File: config.mk
export PLATFORM = sky130hd
export DESIGN_NAME = muldiv_top
export DESIGN_NICKNAME = d
export VERILOG_FILES = /design/src/muldiv_cfg_pkg.sv /design/src/muldiv_op_pkg.sv /design/src/muldiv_step_if.sv /design/src/muldiv_ctrl.sv /design/src/muldiv_datapath.sv /design/src/muldiv_top.sv
export SDC_FILE = /design/constraint.sdc
export NUM_CORES = 1
export LEC_CHECK = 0
export BUFFER_PORTS_ARGS = -buffer_cell sky130_fd_sc_hd__buf_4
export CORE_ASPECT_RATIO = 1.5
export CORE_UTILIZATION = 39
export DETAILED_ROUTE_END_ITERATION = 16
export SLEW_MARGIN = 20
export SYNTH_ARGS = -nofsm -noshare
export SYNTH_HDL_FRONTEND = slang
export SYNTH_SLANG_ARGS = --single-unit
File: constraint.sdc
create_clock -name clk -period 4.7 [get_ports clk]
set_input_delay 0.94 -clock clk [delete_from_list [all_inputs] [get_ports clk]]
set_output_delay 0.94 -clock clk [all_outputs]
set_load 0.1 [all_outputs]
File: src/muldiv_cfg_pkg.sv
// Muldiv width definitions
package muldiv_cfg_pkg;

   // Default operand width, one machine word
   localparam int unsigned DEF_WIDTH = 8;

   // Bits needed to count every iteration step
   localparam int unsigned CNT_W = $clog2(DEF_WIDTH + 1);

   // Operand, quotient, remainder or one half of a product
   typedef logic [DEF_WIDTH-1:0] word_t;

   // Iteration step counter
   typedef logic [CNT_W-1:0] count_t;

endpackage

File: src/muldiv_op_pkg.sv
// Muldiv operation and state encodings
package muldiv_op_pkg;

   // Requested operation
   typedef enum logic {
      OP_MUL  = 1'b0,  // Unsigned shift-and-add multiply
      OP_DIVU = 1'b1   // Unsigned restoring division
   } op_e;

   // Sequencer states
   typedef enum logic [1:0] {
      ST_IDLE = 2'b00,  // Credit home, waiting for a request
      ST_RUN  = 2'b01,  // Iterating, one step per cycle
      ST_DONE = 2'b10   // Result pulse and credit return
   } ctrl_state_e;

endpackage

File: src/muldiv_step_if.sv
// Muldiv step control interface
`timescale 1ns/1ps

interface muldiv_step_if;
   import muldiv_op_pkg::*;

   logic load;  // Capture operands, one cycle at acceptance
   logic step;  // One iteration of the datapath
   op_e  mode;  // Operation held for the whole run
   logic last;  // Final iteration

   // Sequencer side
   modport ctrl (
      output load,
      output step,
      output mode,
      output last
   );

   // Datapath side, last is only used by the sequencer itself
   modport dp (
      input load,
      input step,
      input mode
   );

endinterface

File: src/muldiv_ctrl.sv
// Muldiv sequencer
`timescale 1ns/1ps

module muldiv_ctrl #(
   parameter int unsigned WIDTH = muldiv_cfg_pkg::DEF_WIDTH
) (
   input  logic                clk,
   input  logic                arst_n,
   input  logic                req_valid,
   input  muldiv_op_pkg::op_e  req_op,
   output logic                result_valid,
   output logic                credit_return,
   muldiv_step_if.ctrl         step
);
   import muldiv_cfg_pkg::*;
   import muldiv_op_pkg::*;

   ctrl_state_e state;
   logic        credit;  // Requester credit is home
   count_t      count;   // Steps done in this run

   // Accept only with the credit home and the FSM idle
   assign step.load = req_valid && credit && (state == ST_IDLE);

   assign step.step = (state == ST_RUN);
   assign step.last = step.step && (count == count_t'(WIDTH - 1));

   // Result pulse and credit return share the DONE cycle
   assign result_valid  = (state == ST_DONE);
   assign credit_return = (state == ST_DONE);

   // FSM and credit
   always_ff @(posedge clk or negedge arst_n) begin
      if (!arst_n) begin
         state  <= ST_IDLE;
         credit <= 1'b1;
      end else begin
         case (state)
            ST_IDLE: begin
               if (step.load) begin
                  state  <= ST_RUN;
                  credit <= 1'b0;  // Spent by the request
               end
            end
            ST_RUN: begin
               if (step.last) begin
                  state <= ST_DONE;
               end
            end
            ST_DONE: begin
               state  <= ST_IDLE;
               credit <= 1'b1;  // Back with credit_return
            end
            default: begin
               state <= ST_IDLE;
            end
         endcase
      end
   end

   // Step counter
   always_ff @(posedge clk or negedge arst_n) begin
      if (!arst_n) begin
         count <= '0;
      end else if (step.load) begin
         count <= '0;
      end else if (step.step) begin
         count <= count + 1'b1;
      end
   end

   // Operation latched at acceptance, steady through the run
   always_ff @(posedge clk or negedge arst_n) begin
      if (!arst_n) begin
         step.mode <= OP_MUL;
      end else if (step.load) begin
         step.mode <= req_op;
      end
   end

endmodule

File: src/muldiv_datapath.sv
// Muldiv datapath
`timescale 1ns/1ps

module muldiv_datapath #(
   parameter int unsigned WIDTH = muldiv_cfg_pkg::DEF_WIDTH
) (
   input  logic                   clk,
   input  logic                   arst_n,
   input  muldiv_cfg_pkg::word_t  a,
   input  muldiv_cfg_pkg::word_t  b,
   output muldiv_cfg_pkg::word_t  hi,
   output muldiv_cfg_pkg::word_t  lo,
   muldiv_step_if.dp              step
);
   import muldiv_cfg_pkg::*;
   import muldiv_op_pkg::*;

   word_t        q_reg;     // Accumulator Q, product high half or remainder
   word_t        m_reg;     // Shift register M, multiplier then product low or quotient
   word_t        b_reg;     // Multiplicand or divisor
   logic         div_mode;
   word_t        add_a;     // Adder operand from Q
   word_t        add_b;     // Adder operand from B
   logic         add_cin;
   logic [WIDTH:0] add_sum; // Carry out on top
   logic         carry;
   logic         hold_q;    // Trial subtraction borrowed
   word_t        q_next;
   word_t        m_next;

   assign div_mode = (step.mode == OP_DIVU);

   // Shared adder/subtractor
   // Divide works on Q shifted left with the M msb entering at the bottom
   assign add_a   = div_mode ? {q_reg[WIDTH-2:0], m_reg[WIDTH-1]} : q_reg;
   assign add_b   = div_mode ? ~b_reg : (m_reg[0] ? b_reg : '0);  // Add B only on M lsb set
   assign add_cin = div_mode;                                     // Two's complement subtract
   assign add_sum = {1'b0, add_a} + {1'b0, add_b} + {{WIDTH{1'b0}}, add_cin};

   // Carry out of the word, or the bit shifted out of Q, means no borrow
   assign carry  = add_sum[WIDTH] | (div_mode & q_reg[WIDTH-1]);
   assign hold_q = div_mode & ~carry;

   // Step results
   always_comb begin
      if (div_mode) begin
         q_next = hold_q ? add_a : add_sum[WIDTH-1:0];  // Keep shifted Q on borrow
         m_next = {m_reg[WIDTH-2:0], ~hold_q};          // Quotient bit in at the bottom
      end else begin
         // Carry, Q and M move right as one register
         q_next = {carry, add_sum[WIDTH-1:1]};
         m_next = {add_sum[0], m_reg[WIDTH-1:1]};
      end
   end

   // Q and M
   always_ff @(posedge clk or negedge arst_n) begin
      if (!arst_n) begin
         q_reg <= '0;
         m_reg <= '0;
      end else if (step.load) begin
         q_reg <= '0;  // Clear accumulator
         m_reg <= a;
      end else if (step.step) begin
         q_reg <= q_next;
         m_reg <= m_next;
      end
   end

   // Multiplicand or divisor, fixed for the run
   always_ff @(posedge clk) begin
      if (step.load) begin
         b_reg <= b;
      end
   end

   assign hi = q_reg;
   assign lo = m_reg;

endmodule

File: src/muldiv_top.sv
// Muldiv top level
`timescale 1ns/1ps

module muldiv_top #(
   parameter int unsigned WIDTH = muldiv_cfg_pkg::DEF_WIDTH
) (
   input  logic                   clk,
   input  logic                   arst_n,
   input  logic                   req_valid,
   input  muldiv_op_pkg::op_e     req_op,
   input  muldiv_cfg_pkg::word_t  req_a,
   input  muldiv_cfg_pkg::word_t  req_b,
   output logic                   credit_return,
   output logic                   result_valid,
   output muldiv_cfg_pkg::word_t  result_hi,
   output muldiv_cfg_pkg::word_t  result_lo
);

   // Step control from sequencer to datapath
   muldiv_step_if step_if ();

   // Sequencer, owns the credit and the iteration count
   muldiv_ctrl #(
      .WIDTH (WIDTH)
   ) u_ctrl (
      .clk           (clk),
      .arst_n        (arst_n),
      .req_valid     (req_valid),
      .req_op        (req_op),
      .result_valid  (result_valid),
      .credit_return (credit_return),
      .step          (step_if.ctrl)
   );

   // Q, M and B with the shared adder
   muldiv_datapath #(
      .WIDTH (WIDTH)
   ) u_datapath (
      .clk    (clk),
      .arst_n (arst_n),
      .a      (req_a),
      .b      (req_b),
      .hi     (result_hi),  // Product high or remainder
      .lo     (result_lo),  // Product low or quotient
      .step   (step_if.dp)
   );

endmodule

# [After elaboration in Yosys (flattened, before gate mapping)]
# Cells that the tools add are included.
[totals] register_bits=32 word_cells=46 in_bits=20 output_inout_bits=18
[op_classes] reduce_logical=8 n_bitwise=6 n_eq_ne=5 n_addsub=3 mux=17
[ops] op="$mux W8" n=10
[ops] op="$add A8 B8 Y9" n=1
[ops] op="$add A9 B1 Y9" n=1
[ops] op="$mux W4" n=2
[ops] op="$not A8 Y8" n=1
[ops] op="$add A4 B1 Y4 const B" n=1
[ops] op="$eq A4 B3 Y1 const B" n=1
[ops] op="$mux W2" n=2
[ops] op="$ne A2 B2 Y1 const B" n=2
[ops] op="$pmux W2 S2" n=1
[ops] op="$reduce_and A2 Y1" n=2
[ops] op="$reduce_bool A2 Y1" n=2
[ops] op="$logic_and A1 B1 Y1" n=3
[ops] op="$and A1 B1 Y1" n=2
[ops] op="$eq A2 B1 Y1 const B" n=1
[ops] op="$eq A2 B2 Y1 const B" n=1
[ops] op="$logic_not A2 Y1" n=1
[ops] op="$not A1 Y1" n=2
[ops] op="$pmux W1 S2" n=1
[ops] op="$mux W1" n=1
[ops] op="$or A1 B1 Y1" n=1

# [Logic depth before layout (Yosys ltp)]
[logic_depth] word_depth=11 depth_mapped=13 depth_no_buf=11

# [Cells and area by module]
# From an unflattened synthesis, not the netlist that was laid out.
[hier_totals] hier_cells=225 area_unflattened_um2=2128.3
[modules_own_cells] module="muldiv_datapath" cells_per_inst=188 seq_area_each_um2=640.6 n_inst=1 area_each_um2=1734.2
[modules_own_cells] module="muldiv_ctrl" cells_per_inst=37 seq_area_each_um2=201.4 n_inst=1 area_each_um2=394.1

# [Worst setup path before layout]
# Ideal clock, no wire load.
[synth_path] path_type="register to output" from="register u_ctrl.state[0]" to="output result_valid" t_arrival_ps=2312 required_time_ps=3760 path_buffers=1 slack_ps=1448 path_stages_with_launch=3 path_cell_list="dfrtp_1 -> nor2b_1 -> buf_4"
[synth_between] elab_chain_cells=1
[synth_lines] element="start: declaration" line="muldiv_ctrl.sv:18" rtl="ctrl_state_e state;"
[synth_lines] element="start signal: assignment" line="muldiv_ctrl.sv:35" rtl="state <= ST_IDLE;"
[synth_lines] element="start signal: assignment" line="muldiv_ctrl.sv:41" rtl="state <= ST_RUN;"
[synth_lines] element="start signal: assignment" line="muldiv_ctrl.sv:47" rtl="state <= ST_DONE;"
[synth_lines] element="$eq A2 B2 Y1"
[synth_lines] element="end: declaration" line="muldiv_top.sv:14" rtl="output logic result_valid,"
# Every way passes these cells.

# [Final worst setup path]
[layout_path] from="register u_ctrl.step.mode" to="register u_datapath.q_reg[4] (netlist: u_datapath.hi[4])"
[layout_between] elab_chain_cells=10 word_cells_on_any_way=12 cone_classes="add/sub (2); mux (6); bitwise (4)"
[layout_lines] element="start: declaration" line="muldiv_step_if.sv:16" rtl="output mode,"
[layout_lines] element="start signal: assignment" line="muldiv_ctrl.sv:77" rtl="step.mode <= req_op;"
[layout_lines] element="$mux W8 (on tied branches)" line="muldiv_datapath.sv:35, muldiv_datapath.sv:36"
[layout_lines] element="$add A8 B8 Y9" line="muldiv_datapath.sv:38" rtl="assign add_sum = {1'b0, add_a} + {1'b0, add_b} + {{WIDTH{1'b0}}, add_cin};"
[layout_lines] element="$add A9 B1 Y9" line="muldiv_datapath.sv:38"
[layout_lines] element="$or A1 B1 Y1" line="muldiv_datapath.sv:41" rtl="assign carry = add_sum[WIDTH] | (div_mode & q_reg[WIDTH-1]);"
[layout_lines] element="$not A1 Y1" line="muldiv_datapath.sv:42" rtl="assign hold_q = div_mode & ~carry;"
[layout_lines] element="$and A1 B1 Y1" line="muldiv_datapath.sv:42"
[layout_lines] element="$mux W8" line="muldiv_datapath.sv:47" rtl="q_next = hold_q ? add_a : add_sum[WIDTH-1:0];"
[layout_lines] element="$mux W8 (*)" line="muldiv_datapath.sv:46" rtl="if (div_mode) begin"
[layout_lines] element="$mux W8 (*)" line="muldiv_datapath.sv:64" rtl="end else if (step.step) begin"
[layout_lines] element="$mux W8 (*)" line="muldiv_datapath.sv:61" rtl="end else if (step.load) begin"
[layout_lines] element="end signal: assignment" line="muldiv_datapath.sv:65" rtl="q_reg <= q_next;"
[layout_lines] element="end: declaration" line="muldiv_datapath.sv:18" rtl="word_t q_reg;"
# Mark *: on every way between the ends. The rest lies on a longest branch, timed or not. The select of a mux whose other input is x is not followed.
# A chain may end at the register's enable or synchronous reset.

==> impl_metrics.json <==
{
  "yosys.area.top_type": "dfrtp_1",
  "hp-class": "flop to flop",
  "crit_arrival_ps": 3470,
  "synth.top_cell.area_share": 0.266,
  "worst_slew_pin_slew_ps": 781,
  "numCtsBuffers": 5,
  "wl_per_cell_um": 14.5,
  "gp_congestion": 0.841,
  "finalClockSkew_ps": 3.89,
  "cts_sinks": 32,
  "synthMuxAreaShare": 0.141,
  "area_growth_pct": 17.6,
  "yosysSeqAreaShare": 0.389,
  "setup_viol": 0,
  "track_usage": 0.177,
  "io_buffer_count": 37,
  "crit_path_start_kind": "flop",
  "crit_fanout": 28,
  "clock_path_buffers": 2,
  "layout_worst_path_cycle_share": 0.708,
  "synthXorXnorAreaFrac": 0.0121,
  "min_from": "u_ctrl.count[3]",
  "ys_warn_count": 0,
  "core_um2": 5250,
  "grt_pass1_vias": 1704,
  "fmax_mhz": 300,
  "clock_latency_ps": 280,
  "cts-resized-gates": 0,
  "dieArea_um2": 5860,
  "crit_path_start": "u_ctrl.step.mode",
  "syn_nets": 257,
  "die_y_um": 93.3,
  "cts.clk_slew.worst_paths_ps": 60,
  "synth_fa_ha_area_frac": 0.0704,
  "yosys.area_share.simple": 0.157,
  "drc_errors": 0,
  "status": "complete, no violations",
  "rows": 32,
  "drt-total-wl_um": 4760,
  "async_reset_ff_frac": 0.750,
  "synth_compound_area_frac": 0.184,
  "avgSynthCellArea_um2": 9.59,
  "design_area_um2": 2550,
  "syn_area_um2": 2170,
  "gr-total-overflow": 0,
  "postCtsSetupBuffers": 0,
  "grt_pass1_wl_um": 8090,
  "h-tree-depth": 2,
  "synth_area_leaders": "dfrtp_1, edfxtp_1, mux2_2",
  "path_class": "flop to flop",
  "synth_edf_count": 8,
  "drv_cap": 0,
  "cts_tree": "built",
  "pre_cts_ws_ps": 1380,
  "final_nets": 290,
  "rsz0062_at_grt": "false",
  "synth_top_family_by_area": "compound AO/OA/AOI/OAI gates",
  "cts_hold_buffers": 0,
  "period_minus_slack_ps": 3330,
  "finalHoldViolCount": 0,
  "synth_cells": 226,
  "drt_iter0_markers": 82,
  "ant_nets": 0,
  "slew_violations": 0,
  "cts-root-buf": "clkbuf_8",
  "synth-seq-cells": 32,
  "grt_max_degree": 29,
  "place_area_um2": 2470,
  "cp-end-kind": "flop",
  "reg2reg_from": "u_ctrl.step.mode",
  "critPathRequiredTime_ps": 4840,
  "start_util": 0.413,
  "synth_ff_type": "dfrtp_1",
  "finalSetupTns_ps": 0,
  "yosys-top-cells-count": "nand2_1, dfrtp_1, o21ai_0",
  "setup_slack_ps": 1370,
  "die_x_um": 62.9,
  "io_pins": 38,
  "relSlewSlack": 0.479,
  "vias_per_cell": 5.33,
  "antenna_cells": 0,
  "placed_cells": 320,
  "dpl.hpwl_um": 3580,
  "vias": 1747,
  "antenna_found_initial": 0,
  "fin_cells": 328,
  "first_pass_iters": 4,
  "ys_types": 48,
  "yosysMostFrequentCell": "nand2_1",
  "drive_gt1_frac": 0.265
}
==> critical path: stages, from the launching register on <==
cell      delay [ps]
dfrtp_1          620
buf_4            380
mux2_2           400
fa_1             390
inv_1             80
fa_1             210
nor2b_1           70
o31a_1           300
a21oi_1          160
buf_4            220
mux2i_1          210
o221ai_1         150
==> area by class of cell <==
cell class,count,area (µm²)
flip-flops and latches,32,842
repair buffers,40,300
clock buffers,7,76.3
multi-input cells,177,1230
inverters,3,11.3
fillers,516,2700
well taps,68,85.1
clock inverters,1,3.75
==> per-layer routing <==
layer,routed length (µm),GRT usage,vias to the layer above
li1,-,-,882
met1,2010,0.200,820
met2,2520,0.322,33
met3,117,0.0293,12
met4,112,0.0775,0
met5,0,0,-
==> final timing paths <==
kind / slack, ps / cells after the start / end
hold reg to reg: 480 / 1 / u_ctrl.state[1]
max in group asynchronous: 3860 / 1 / u_ctrl.credit
hold / removal: 480 / 1 / u_ctrl.state[1]
min in group asynchronous: 540 / 1 / u_datapath.lo[3]
setup reg to reg: 1370 / 11 / u_datapath.hi[4]
setup / recovery: 1370 / 11 / u_datapath.hi[4]
==> placed cells by master (no fill, tap or decap), types with 3 or more instances in the layout <==
cell and n:
a21oi_1 18, buf_4 40, clkbuf_8 5, dfrtp_1 23, edfxtp_1 8, ha_1 9
inv_1 3, mux2_2 17, mux2i_1 10, nand2_1 27, nand2b_1 4, nand3b_1 4
nor2_1 21, nor2b_1 8, o21ai_0 22, o221ai_1 3
==> per-stage QoR <==
| step | hold WS, ps | utilization |
|---|---|---|
| after floorplan | 443 | - |
| after global placement | 455 | 0.471 |
| after detailed placement | 463 | 0.471 |
| after CTS | 474 | 0.486 |
| after global routing | 497 | 0.486 |
| final | 484 | 0.486 |
==> cell families (layout without fill, tap and decap cells) <==
kind of cell / after synthesis / in the layout
buf+inv: 17 / 51
simple gates: 73 / 73
flops: 32 / 32
mux: 28 / 28
compound gates: 62 / 62
fa+ha+maj: 11 / 11
xor+xnor: 3 / 3
Power is not shown: default switching activity piles up to over one toggle a cycle in this logic, so the estimate is an artifact.
